$ cat config.mk
export PLATFORM = sky130hd
export DESIGN_NAME = fetch_unit
export DESIGN_NICKNAME = d
export VERILOG_FILES = /design/src/fetch_pkg.sv /design/src/prefetcher.sv /design/src/alignment_buffer.sv /design/src/fetch_unit.sv
export SDC_FILE = /design/constraint.sdc
export NUM_CORES = 1
export LEC_CHECK = 0
export BUFFER_PORTS_ARGS = -buffer_cell sky130_fd_sc_hd__buf_4
export CAP_MARGIN = 10
export CORE_UTILIZATION = 60
export DETAILED_ROUTE_END_ITERATION = 10
export MAX_ROUTING_LAYER = met4
export PLACE_DENSITY = 0.91
export SYNTH_ARGS = -nofsm -noshare
export SYNTH_HDL_FRONTEND = slang
export SYNTH_SLANG_ARGS = --single-unit
$ cat constraint.sdc
create_clock -name clk -period 7.8 [get_ports clk]
set_input_delay 0.39 -clock clk [delete_from_list [all_inputs] [get_ports clk]]
set_output_delay 0.39 -clock clk [all_outputs]
set_load 0.1 [all_outputs]
$ cat src/fetch_pkg.sv
/*
  Shared constants and types for the instruction fetch front end.
  Modules import this package inside their body and use scoped names
  in their port lists.
*/

package fetch_pkg;

  //////////////////////////////////////////////////
  // Sizes and limits
  //////////////////////////////////////////////////

  // Width of every fetch address and instruction address
  localparam int ADDR_W = 32;

  // Granted memory reads that may still wait for their response
  // The alignment buffer keeps its outstanding counter within this value
  localparam int MAX_OUTSTANDING = 2;

  //////////////////////////////////////////////////
  // Types
  //////////////////////////////////////////////////

  // Size of the instruction at the FIFO head
  // An instruction is full size when bits 1:0 of its low halfword are both one,
  // otherwise it is a compressed 16-bit instruction
  typedef enum logic {
    INSTR_C16 = 1'b0,
    INSTR_W32 = 1'b1
  } instr_size_e;

  // Prefetcher state
  // PF_WAIT_GNT keeps a request on the bus until memory grants it
  typedef enum logic {
    PF_IDLE     = 1'b0,
    PF_WAIT_GNT = 1'b1
  } pf_state_e;

endpackage

$ cat src/prefetcher.sv
/*
  Word prefetcher for the fetch front end.
  Holds the address of the next word to fetch and drives the memory request.
  The alignment buffer decides when a word may be fetched and when to
  redirect to a new address.
*/

`timescale 1ns/1ps

module prefetcher (
  input  logic                         clk,
  input  logic                         rst_n,
  input  logic                         fetch_valid_i,
  input  logic                         fetch_branch_i,
  input  logic [fetch_pkg::ADDR_W-1:0] fetch_branch_addr_i,
  input  logic                         mem_gnt_i,
  output logic                         fetch_ready_o,
  output logic                         mem_req_o,
  output logic [fetch_pkg::ADDR_W-1:0] mem_addr_o
);
  import fetch_pkg::*;

  // Request state and the address of the next word
  pf_state_e         state_q;
  pf_state_e         state_d;
  logic [ADDR_W-1:0] addr_q;
  logic [ADDR_W-1:0] addr_d;

  //////////////////////////////////////////////////
  // Memory request
  //////////////////////////////////////////////////

  // A request is raised when the buffer asks for a word
  // A request left waiting for its grant stays on the bus,
  // but a branch or kill drops it and the buffer decides again
  assign mem_req_o = fetch_valid_i || ((state_q == PF_WAIT_GNT) && !fetch_branch_i);

  // The branch address goes out in the same cycle as the branch
  assign mem_addr_o = fetch_branch_i ? fetch_branch_addr_i : addr_q;

  // The buffer counts one outstanding read per accepted request
  assign fetch_ready_o = mem_req_o && mem_gnt_i;

  //////////////////////////////////////////////////
  // Next state and next address
  //////////////////////////////////////////////////

  always_comb begin
    state_d = state_q;
    addr_d  = addr_q;

    // The address moves on by one word after each grant
    // A redirect without a grant still loads the branch address
    if (fetch_ready_o) begin
      addr_d = mem_addr_o + ADDR_W'(4);
    end else if (fetch_branch_i) begin
      addr_d = fetch_branch_addr_i;
    end

    case (state_q)
      PF_IDLE: begin
        if (mem_req_o && !mem_gnt_i) begin
          state_d = PF_WAIT_GNT;
        end
      end
      PF_WAIT_GNT: begin
        // Leave when the grant arrives or a redirect drops the request
        if (!mem_req_o || mem_gnt_i) begin
          state_d = PF_IDLE;
        end
      end
      default: begin
        state_d = PF_IDLE;
      end
    endcase
  end

  always_ff @(posedge clk or negedge rst_n) begin
    if (!rst_n) begin
      state_q <= PF_IDLE;
      addr_q  <= '0;
    end else begin
      state_q <= state_d;
      addr_q  <= addr_d;
    end
  end

endmodule

$ cat src/alignment_buffer.sv
/*
  Alignment buffer of the fetch front end.
  Stores returned memory words in a small FIFO, tracks outstanding reads and
  cuts the word stream into 16-bit and 32-bit instructions with their address.
  A branch or kill empties the FIFO and discards responses still in flight.
*/

`timescale 1ns/1ps

module alignment_buffer #(
  parameter int FIFO_DEPTH = 3
) (
  input  logic                         clk,
  input  logic                         rst_n,
  input  logic                         pc_set_i,
  input  logic                         kill_if_i,
  input  logic [fetch_pkg::ADDR_W-1:0] branch_addr_i,
  input  logic                         fetch_ready_i,
  input  logic                         mem_rvalid_i,
  input  logic [31:0]                  mem_rdata_i,
  input  logic                         instr_ready_i,
  output logic                         fetch_valid_o,
  output logic                         fetch_branch_o,
  output logic [fetch_pkg::ADDR_W-1:0] fetch_branch_addr_o,
  output logic                         instr_valid_o,
  output logic [31:0]                  instr_rdata_o,
  output logic [fetch_pkg::ADDR_W-1:0] instr_addr_o,
  output logic                         instr_compressed_o
);
  import fetch_pkg::*;

  localparam int PTR_W  = $clog2(FIFO_DEPTH);
  localparam int FILL_W = $clog2(FIFO_DEPTH + 1);
  localparam int CNT_W  = $clog2(MAX_OUTSTANDING + 1);
  localparam int SLOT_W = $clog2(FIFO_DEPTH + MAX_OUTSTANDING + 1);

  // Word storage with one valid bit per entry
  logic [31:0]           rdata_q [FIFO_DEPTH];
  logic [FIFO_DEPTH-1:0] valid_q;
  logic [FIFO_DEPTH-1:0] valid_d;
  logic [PTR_W-1:0]      wptr_q;
  logic [PTR_W-1:0]      wptr_d;
  logic [PTR_W-1:0]      rptr_q;
  logic [PTR_W-1:0]      rptr_d;
  logic [PTR_W-1:0]      rptr2;
  logic [FILL_W-1:0]     fill_q;
  logic [FILL_W-1:0]     fill_d;

  // Read counters and fetch enable
  logic [CNT_W-1:0]      outstanding_q;
  logic [CNT_W-1:0]      outstanding_d;
  logic [CNT_W-1:0]      n_flush_q;
  logic [CNT_W-1:0]      n_flush_d;
  logic [CNT_W-1:0]      outs_after_resp;
  logic                  fetch_en_q;
  logic                  fetch_en_d;

  // Head instruction position
  logic                  hw_q;
  logic                  hw_d;
  logic [ADDR_W-1:0]     addr_q;
  logic [ADDR_W-1:0]     addr_d;

  logic                  branch;
  logic                  resp_valid_gated;
  logic                  consume;
  logic                  pop;
  logic [15:0]           head_lo;
  instr_size_e           head_size;
  logic                  head_valid;
  logic [31:0]           head_instr;
  logic [SLOT_W-1:0]     used_slots;
  logic                  space_ok;
  logic                  branch_room;

  // Pointers wrap at the FIFO depth, which need not be a power of two
  function automatic logic [PTR_W-1:0] ptr_inc(input logic [PTR_W-1:0] ptr);
    logic [PTR_W-1:0] nxt;
    nxt = (ptr == PTR_W'(FIFO_DEPTH - 1)) ? '0 : ptr + PTR_W'(1);
    return nxt;
  endfunction

  //////////////////////////////////////////////////
  // Branch, flush and fetch control
  //////////////////////////////////////////////////

  assign branch              = pc_set_i || kill_if_i;
  assign fetch_branch_o      = branch;
  assign fetch_branch_addr_o = {branch_addr_i[ADDR_W-1:2], 2'b00};

  // Reads still owed once the response of this cycle is counted
  assign outs_after_resp = outstanding_q - CNT_W'(mem_rvalid_i);

  // Responses that belong to fetches before a branch never reach the FIFO
  assign resp_valid_gated = mem_rvalid_i && (n_flush_q == '0) && !branch;

  // Every outstanding read owns a free entry, so a response always finds room
  assign used_slots = SLOT_W'(fill_q) + SLOT_W'(outstanding_q);

  // Sequential fetches keep one read slot free for the request of a branch
  assign space_ok = (used_slots < SLOT_W'(FIFO_DEPTH)) &&
                    (outstanding_q < CNT_W'(MAX_OUTSTANDING - 1));

  // A branch requests its word at once, unless the read slots are all taken
  assign branch_room = outs_after_resp < CNT_W'(MAX_OUTSTANDING);

  assign fetch_valid_o = pc_set_i ? branch_room : (fetch_en_q && !kill_if_i && space_ok);

  //////////////////////////////////////////////////
  // Head instruction assembly
  //////////////////////////////////////////////////

  assign rptr2 = ptr_inc(rptr_q);

  always_comb begin
    head_lo   = hw_q ? rdata_q[rptr_q][31:16] : rdata_q[rptr_q][15:0];
    head_size = (head_lo[1:0] == 2'b11) ? INSTR_W32 : INSTR_C16;

    if (head_size == INSTR_C16) begin
      // Compressed instructions leave the upper halfword at zero
      head_instr = {16'h0000, head_lo};
      head_valid = valid_q[rptr_q];
    end else if (!hw_q) begin
      head_instr = rdata_q[rptr_q];
      head_valid = valid_q[rptr_q];
    end else begin
      // A full instruction in the upper half straddles into the next entry
      head_instr = {rdata_q[rptr2][15:0], rdata_q[rptr_q][31:16]};
      head_valid = valid_q[rptr_q] && valid_q[rptr2];
    end
  end

  // No instruction is offered in a branch or kill cycle
  assign instr_valid_o      = head_valid && !branch;
  assign instr_rdata_o      = head_instr;
  assign instr_addr_o       = addr_q;
  assign instr_compressed_o = (head_size == INSTR_C16);

  assign consume = instr_valid_o && instr_ready_i;

  // The head entry leaves once its upper halfword is used up
  assign pop = consume && (hw_q || (head_size == INSTR_W32));

  //////////////////////////////////////////////////
  // Next state
  //////////////////////////////////////////////////

  always_comb begin
    valid_d = valid_q;
    wptr_d  = wptr_q;
    rptr_d  = rptr_q;
    fill_d  = fill_q;
    hw_d    = hw_q;
    addr_d  = addr_q;

    if (branch) begin
      // Empty the FIFO and start at the halfword the branch names
      valid_d = '0;
      wptr_d  = '0;
      rptr_d  = '0;
      fill_d  = '0;
      hw_d    = branch_addr_i[1];
      addr_d  = {branch_addr_i[ADDR_W-1:1], 1'b0};
    end else begin
      if (resp_valid_gated) begin
        valid_d[wptr_q] = 1'b1;
        wptr_d          = ptr_inc(wptr_q);
      end
      if (consume) begin
        // A compressed instruction flips the halfword offset, a full one keeps it
        hw_d   = hw_q ^ (head_size == INSTR_C16);
        addr_d = addr_q + ((head_size == INSTR_C16) ? ADDR_W'(2) : ADDR_W'(4));
      end
      if (pop) begin
        valid_d[rptr_q] = 1'b0;
        rptr_d          = rptr2;
      end
      fill_d = fill_q + FILL_W'(resp_valid_gated) - FILL_W'(pop);
    end
  end

  always_comb begin
    outstanding_d = outstanding_q + CNT_W'(fetch_ready_i) - CNT_W'(mem_rvalid_i);

    // The flush counter takes over every read issued before the branch
    if (branch) begin
      n_flush_d = outs_after_resp;
    end else if (mem_rvalid_i && (n_flush_q != '0)) begin
      n_flush_d = n_flush_q - CNT_W'(1);
    end else begin
      n_flush_d = n_flush_q;
    end

    // Fetching runs from a pc_set until the next kill
    if (pc_set_i) begin
      fetch_en_d = 1'b1;
    end else if (kill_if_i) begin
      fetch_en_d = 1'b0;
    end else begin
      fetch_en_d = fetch_en_q;
    end
  end

  //////////////////////////////////////////////////
  // Registers
  //////////////////////////////////////////////////

  always_ff @(posedge clk) begin
    if (resp_valid_gated) begin
      rdata_q[wptr_q] <= mem_rdata_i;
    end
  end

  always_ff @(posedge clk or negedge rst_n) begin
    if (!rst_n) begin
      valid_q       <= '0;
      wptr_q        <= '0;
      rptr_q        <= '0;
      fill_q        <= '0;
      outstanding_q <= '0;
      n_flush_q     <= '0;
      fetch_en_q    <= 1'b0;
      hw_q          <= 1'b0;
      addr_q        <= '0;
    end else begin
      valid_q       <= valid_d;
      wptr_q        <= wptr_d;
      rptr_q        <= rptr_d;
      fill_q        <= fill_d;
      outstanding_q <= outstanding_d;
      n_flush_q     <= n_flush_d;
      fetch_en_q    <= fetch_en_d;
      hw_q          <= hw_d;
      addr_q        <= addr_d;
    end
  end

endmodule

$ cat src/fetch_unit.sv
/*
  Top level of the instruction fetch front end.
  Joins the prefetcher and the alignment buffer between the memory port
  and the instruction port. FIFO_DEPTH sets the alignment buffer size.
*/

`timescale 1ns/1ps

module fetch_unit #(
  parameter int FIFO_DEPTH = 3
) (
  input  logic                         clk,
  input  logic                         rst_n,
  input  logic                         pc_set_i,
  input  logic                         kill_if_i,
  input  logic [fetch_pkg::ADDR_W-1:0] branch_addr_i,
  input  logic                         instr_ready_i,
  input  logic                         mem_gnt_i,
  input  logic                         mem_rvalid_i,
  input  logic [31:0]                  mem_rdata_i,
  output logic                         mem_req_o,
  output logic [fetch_pkg::ADDR_W-1:0] mem_addr_o,
  output logic                         instr_valid_o,
  output logic [31:0]                  instr_rdata_o,
  output logic [fetch_pkg::ADDR_W-1:0] instr_addr_o,
  output logic                         instr_compressed_o
);
  import fetch_pkg::*;

  // Handshake between the buffer and the prefetcher
  logic              fetch_valid;
  logic              fetch_ready;
  logic              fetch_branch;
  logic [ADDR_W-1:0] fetch_branch_addr;

  prefetcher u_prefetcher (
    .clk                 (clk),
    .rst_n               (rst_n),
    .fetch_valid_i       (fetch_valid),
    .fetch_branch_i      (fetch_branch),
    .fetch_branch_addr_i (fetch_branch_addr),
    .mem_gnt_i           (mem_gnt_i),
    .fetch_ready_o       (fetch_ready),
    .mem_req_o           (mem_req_o),
    .mem_addr_o          (mem_addr_o)
  );

  alignment_buffer #(
    .FIFO_DEPTH (FIFO_DEPTH)
  ) u_alignment_buffer (
    .clk                 (clk),
    .rst_n               (rst_n),
    .pc_set_i            (pc_set_i),
    .kill_if_i           (kill_if_i),
    .branch_addr_i       (branch_addr_i),
    .fetch_ready_i       (fetch_ready),
    .mem_rvalid_i        (mem_rvalid_i),
    .mem_rdata_i         (mem_rdata_i),
    .instr_ready_i       (instr_ready_i),
    .fetch_valid_o       (fetch_valid),
    .fetch_branch_o      (fetch_branch),
    .fetch_branch_addr_o (fetch_branch_addr),
    .instr_valid_o       (instr_valid_o),
    .instr_rdata_o       (instr_rdata_o),
    .instr_addr_o        (instr_addr_o),
    .instr_compressed_o  (instr_compressed_o)
  );

endmodule

**Word-level counts from Yosys, hierarchy flattened**

Memories as Yosys holds them, arrays and structs flattened.
Cells that the tools add are included.

- Input bits: 71
- Flip-flop bits (word level): 80
- Word-level logic and storage cells: 112
- Memories: 1
- Output and inout port bits: 99
- Bits in writable memories: 96

Memory list:

| name | words | bits a word | rd ports | clocked after Yosys merged registers in | wr ports | line | text |
|---|---|---|---|---|---|---|---|
| u_alignment_buffer.rdata_q | 3 | 32 | 2 | 0 | 1 | alignment_buffer.sv:38 | `logic [31:0] rdata_q [FIFO_DEPTH];` |

- Add/subtract/negate cells: 11
- Eq/ne operators: 3
- Bitwise gates (word level): 6
- Order comparisons: 8
- Mux-type cells: 42
- Reduce and logical (&&, ||, !) cells: 30

Operator list:

| cell | count |
|---|---|
| $mux W32 | 6 |
| $add A32 B3 Y32 const B | 1 |
| $add A32 B32 Y32 | 1 |
| $mux W2 | 9 |
| $mux W1 | 16 |
| $mux W16 | 1 |
| $logic_and A1 B1 Y1 | 15 |
| $mux W3 | 5 |
| $reduce_bool A2 Y1 | 6 |
| $lt A2 B3 Y1 const B | 3 |
| $eq A2 B2 Y1 const B | 3 |
| $sub A2 B1 Y2 | 3 |
| $add A2 B1 Y2 | 2 |
| $add A2 B1 Y2 const B | 2 |
| $bmux W1 S2 | 2 |
| $demux W1 S2 | 2 |
| $ge A2 B1 Y1 const B | 2 |
| $logic_not A1 Y1 | 4 |
| $logic_or A1 B1 Y1 | 4 |
| $add A2 B2 Y3 | 1 |
| $and A3 B3 Y3 | 1 |
| $lt A3 B2 Y1 const B | 1 |
| $not A3 Y3 | 1 |
| $or A3 B3 Y3 | 1 |
| 7 further kinds | 8 |

**Logic depth before layout (Yosys ltp)**

- Word-level depth: 12
- Depth in mapped cells: 16
- Depth with buffers taken out: 14

**Cells and area by module**

From an unflattened synthesis, not the netlist that was laid out.

- Cells, all modules: 930
- Area, all modules: 9,670.5 µm²

Modules (own cells, without submodules):

| module | sequential area each (µm²) | instances | area each (µm²) | cells each |
|---|---|---|---|---|
| alignment_buffer | 4,033.9 | 1 | 7,462.2 | 712 |
| prefetcher | 825.8 | 1 | 2,208.4 | 218 |

**Worst setup path after synthesis**

OpenSTA, ideal clock, no wires.

- Path type: register -> register
- Start: register u_alignment_buffer.hw_q
- End: register u_alignment_buffer.addr_q[15], in the netlist u_alignment_buffer.instr_addr_o[15]
- Library setup time: 133 ps
- Buffers on the path: 3
- Arrival: 4,422 ps
- Period minus slack after synthesis: 4,555 ps
- Slack: 3,245 ps
- Required time: 7,667 ps
- Cell stages (with the launch flop): 14
- Cells stage by stage: dfrtp_1 clkbuf_1 inv_2 o31ai_1 clkbuf_1 ha_1 inv_1 fa_1 nor3_1 and3_1 buf_2 and4bb_2 xnor2_1 o21ai_0

- Word-level cells in the longest chain between the ends: 7
- Elaborated cells on any way between the ends: 12
- Classes of those cells: add/sub: 1; eq/ne: 1; mux: 7; reduce/logical: 3

Ends and longest elaborated chain:

| element | line | text |
|---|---|---|
| from (decl) | alignment_buffer.sv:59 | `logic hw_q;` |
| from (signal assigned) | alignment_buffer.sv:233 | `hw_q <= hw_d;` |
| $mux W16 | alignment_buffer.sv:116 | `head_lo = hw_q ? rdata_q[rptr_q][31:16] : rdata_q[rptr_q][15:0];` |
| $eq A2 B2 Y1 | alignment_buffer.sv:117 | `head_size = (head_lo[1:0] == 2'b11) ? INSTR_W32 : INSTR_C16;` |
| $mux W1 | alignment_buffer.sv:117 |  |
| $mux W3 or $mux W1 (tied branches) | alignment_buffer.sv:172, alignment_buffer.sv:119 |  |
| $add A32 B32 Y32 or $logic_and A1 B1 Y1 (tied branches) | alignment_buffer.sv:172, alignment_buffer.sv:134 |  |
| $mux W32 or $logic_and A1 B1 Y1 (tied branches) | alignment_buffer.sv:169, alignment_buffer.sv:139 |  |
| $mux W32 or $reduce_bool A2 Y1 (tied branches) | n/a |  |
| to (signal assigned) | alignment_buffer.sv:234 | `addr_q <= addr_d;` |
| to (decl) | alignment_buffer.sv:61 | `logic [ADDR_W-1:0] addr_q;` |

Parallel ways exist; a longest one is shown, timed or not. The select of a mux whose other input is x is not followed.
A chain may end at the register's enable or synchronous reset.

**Final worst setup path**

- Start: register u_alignment_buffer.rptr_q[1]
- End: register u_alignment_buffer.addr_q[15], in the netlist u_alignment_buffer.instr_addr_o[15]

- Word-level cells in the longest chain between the ends: 10
- Elaborated cells on any way between the ends: 21
- Classes of those cells: add/sub: 2; eq/ne: 2; mux: 12; reduce/logical: 4; memory: 1

Ends and longest elaborated chain:

| element | line | text |
|---|---|---|
| from (decl) | alignment_buffer.sv:43 | `logic [PTR_W-1:0] rptr_q;` |
| from (signal assigned) | alignment_buffer.sv:228 | `rptr_q <= rptr_d;` |
| branches (longest 10 deep; another with $mem_v2 Z3 W32) | n/a |  |

Several ways; the timed one is not identified. The select of a mux whose other input is x is not followed.

==> summary.md <==
| Metric | Value |
|---|---|
| Result of the run | finished with violations |
| Failing checks | design-rule violations |
| Synth-to-layout area growth | 21.9% |
| Clock Tree Buf Depth | 2 |
| Seq pwr share | 0.409 |
| Leading register cell type out of synthesis | edfxtp_1 |
| Post-synthesis cell count | between 800 and 900 |
| CP Max Fanout | 107 |
| Die height | approximately 120 microns |
| Dpl cells | 1181 |
| Syn Area/Cell | between 10 and 15 sq um |
| Yosys warns | 0 |
| Cell Pwr Density | 237 nW/um^2 |
| Pint | 1680 uW |
| Hold-fix buffers at CTS | 0 |
| Clock power share | 0.337 |
| Switching share of power | 0.358 |
| Worst setup margin | 3.63 ns |
| Cell Rows | 44 |
| Max Clk Rate | 0.240 GHz |
| Total power | 2620 uW |
| Initial Util | 0.620 |
| Dpl hpwl | between 10 and 15 mm |
| Via count | roughly 7200 |
| DRC viols | 14 |
| Worst path max stage delay | 0.70 ns |
| Die ar. | about 16000 sq um |
| Post-Syn Area | 9070 sq um |
| Sw power | around 940 uW |
| Clock Pin Slew Worst Setup and Hold Paths | around 0.07 ns |
| Period utilization | 0.535 |
| Endpoint class of the critical path | flop |
| Actual slew at the worst max-slew pin | 1.02 ns |
| Clock Skew | 0.00910 ns |
| Nets | 1100 |
| Final hold violation count | 0 |
| Core Box Area | 14600 sq um |
| RSZ-0062 raised after global routing | no |
| Fin crit period | 4.17 ns |
| Final setup fails | 0 |
| Largest net degree at the start of global routing | 108 |
| Post-placement setup slack | roughly 3.7 ns |
| Netlist cell types | 63 |
| First-pass GRT wire length | 35.5 mm |
| Rel. slew slack | 0.320 |
| Worst EP required | 8.08 ns |
| LEAKAGE | 0.00449 uW |
| Layout fillers | roughly 970 |
| Clock Latency Late Sink | approximately 0.43 ns |
| Die X | 125 microns |
| Post-route insts no fill | around 1200 |
| Crit path DAT | 4.45 ns |
| Initial DRT Pass Iterations | 8 |
| CTS tree | done |
| Vias in the first global route | 7103 |
| Root buf cell | clkbuf_16 |
| Sequential-to-total area share from yosys stat | 0.536 |
| Async set-or-reset flop fraction in the synthesized netlist | 0.451 |
| Final Wtd Congestion | 0.901 |
| Synthesized net count | approximately 960 |
| CP cell instances | buf_4 -> a21oi_1 -> o21ai_0 -> o31ai_4 -> buf_4 -> fa_1 -> nor3_1 -> and3_1 -> and4bb_2 -> xnor2_1 -> o21ai_0 |
| Starting DRT DRC Count | 649 |
| Share of layout cells above drive strength 1 | 0.220 |
| Clk sink count | 175 |
| # IOs | 170 |
| Hold crit path type | in2async |
| Startpoint Class | flop |
| Vias per Instance | slightly below 6 |
| Seq cells post-synth | 175 |
| GR Overflow Total | 0 |
| Fin Setup TNS | 0 ns |
| Max Transition Viols Final | 0 |
| Number of synthesized flops with an enable pin | 96 |
| Worst IR Drop VDD | between 0.0002 and 0.0003 V |
| Max Cap Viol | 0 |
| GRT Util Overall | 0.300 |
| Crit path kind | reg2reg |
| CTS Buf Count | 17 |
| Comb pwr share | 0.254 |
| Total wire length | 22.0 mm |
| PostCTS Resize Cnt | 0 |
| Slowest CP cell | buf_4 |
| H-tree depth | 4 |
| Initial antenna violation count | 1 |
| WL/cell | 18.1 microns |
| PortBufs | approximately 170 |
| Post-route ant nets | 0 |
| Buffer count from post-CTS setup fixing | 0 |
power groups by stage:
stage                     combinational, uW  clock [uW]  sequential, uW
final                                   667         883            1070
after global routing                    702         930            1080
after CTS                               668         886            1070
after detailed placement                663           0            1090
after global placement                  651           0            1090
after floorplan                         405           0            1180
state kept, by name (all words and copies together), names as in the netlist:
| signal | flops |
|---|---|
| u_alignment_buffer.rdata_q | 96 |
| u_prefetcher.addr_q | 32 |
| u_alignment_buffer.instr_addr_o | 31 |
| u_alignment_buffer.valid_q | 3 |
| u_alignment_buffer.fill_q | 2 |
| u_alignment_buffer.n_flush_q | 2 |
| u_alignment_buffer.outstanding_q | 2 |
| u_alignment_buffer.rptr_q | 2 |
| u_alignment_buffer.wptr_q | 2 |
| u_alignment_buffer.fetch_en_q | 1 |
| u_alignment_buffer.hw_q | 1 |
| u_prefetcher.state_q | 1 |
metal layers:
layer	routed length, microns	global-route usage	up-vias
met3	1360	0.0565	53
met1	9320	0.386	3418
met5	0	-	-
met4	650	0.131	0
li1	-	-	3399
met2	10700	0.469	288
cell families (layout without fill, tap and decap cells):
logic type,count (synthesis),count (layout),synth area share
other,1,3,0.000413
buffers and inverters,84,242,0.0382
AND/OR/NAND/NOR,310,310,0.169
adder cells (fa/ha/maj),13,13,0.0196
flip-flops,175,175,0.536
multiplexers,67,67,0.0740
AO/OA/AOI/OAI,159,159,0.104
XOR/XNOR,62,62,0.0598
cell type report:
cell class | instances | area, sq um | area share
Clock buffer | 18 | 429 | 0.0388
Tap cell | 184 | 230 | 0.0208
Inverter | 34 | 128 | 0.0115
Multi-Input combinational cell | 612 | 3900 | 0.352
Clock inverter | 14 | 188 | 0.0170
Sequential cell | 175 | 4860 | 0.440
Timing Repair Buffer | 176 | 1320 | 0.119
Antenna cell | 2 | 5.00 | 0.000452
final timing paths:
| check | slack (ns) | endpoint | depth (start not counted) | from |
|---|---|---|---|---|
| worst min-delay path | 0.1 | u_prefetcher.addr_q[22]$_DFF_PN0_ | 1 | rst_n |
| worst min register to register | 0.49 | u_prefetcher.addr_q[0]$_DFF_PN0_ | 1 | u_prefetcher.addr_q[0]$_DFF_PN0_ |
| worst max register to register | 3.63 | u_alignment_buffer.instr_addr_o[15]$_DFFE_PN0P_ | 11 | u_alignment_buffer.rptr_q[1]$_DFFE_PN0P_ |
| max in group asynchronous | 6.96 | u_alignment_buffer.rptr_q[1]$_DFFE_PN0P_ | 1 | rst_n |
| worst max-delay path | 3.63 | u_alignment_buffer.instr_addr_o[15]$_DFFE_PN0P_ | 11 | u_alignment_buffer.rptr_q[1]$_DFFE_PN0P_ |
| min in group clk | 0.14 | u_prefetcher.state_q$_DFF_PN0_ | 2 | mem_gnt_i |
cells in the mapped netlist (3+ instances only):
cell type / number / area (sq um)
clkbuf_1: 26 / 97.6
nor2b_1: 3 / 18.8
nand2_1: 111 / 417
o21ai_1: 8 / 40.0
nor2_1: 79 / 297
nand4_1: 15 / 93.8
a21boi_0: 13 / 97.6
a21oi_1: 53 / 265
or3_1: 5 / 31.3
inv_1: 33 / 124
edfxtp_1: 96 / 2880
xor2_1: 23 / 201
xnor2_1: 39 / 342
nor4_2: 3 / 37.5
and2_1: 5 / 31.3
nor4_1: 15 / 93.8
o21ai_0: 51 / 255
buf_2: 10 / 50.1
nor3_1: 16 / 80.1
a31oi_1: 4 / 25.0
a22oi_1: 4 / 30.0
dfrtp_1: 79 / 1980
a21o_1: 4 / 30.0
o211ai_1: 9 / 67.6
nand2b_1: 5 / 31.3
nand4bb_1: 3 / 33.8
buf_4: 3 / 22.5
nor3b_1: 5 / 37.5
mux2i_1: 66 / 661
and3_1: 11 / 68.8
nand3_1: 15 / 75.1
buf_1: 10 / 37.5
and4_1: 4 / 35.0
ha_1: 11 / 138
critical path, delay by kind of cell (launching register included):
| family | cells | cell delay [ns] |
|---|---|---|
| and+or+nand+nor | 3 | 1.22 |
| buffers and inverters | 2 | 0.95 |
| AOI/OAI and AO/OA | 4 | 0.83 |
| adders and majority gates | 1 | 0.47 |
| DFF | 1 | 0.35 |
| xor gates and xnor gates | 1 | 0.12 |
per-stage QoR:
| stage | util | area, sq um | hold slack, ns |
|---|---|---|---|
| after floorplan | - | 9070 | 0.0944 |
| after global placement | 0.713 | 10400 | 0.474 |
| after detailed placement | 0.713 | 10400 | 0.471 |
| after CTS | 0.755 | 11100 | 0.124 |
| after global routing | 0.755 | 11100 | 0.123 |
| final | 0.755 | 11100 | 0.0962 |
cell usage in the layout, fill, tap and decap left out, types with 23 or more instances in the layout:
cell type | netlist | layout
buf_4 | 3 | 176
nand2_1 | 111 | 111
edfxtp_1 | 96 | 96
nor2_1 | 79 | 79
dfrtp_1 | 79 | 77
mux2i_1 | 66 | 66
a21oi_1 | 53 | 53
o21ai_0 | 51 | 51
xnor2_1 | 39 | 39
inv_1 | 33 | 33
xor2_1 | 23 | 23
Note: power is estimated with default switching activity, not from simulation.
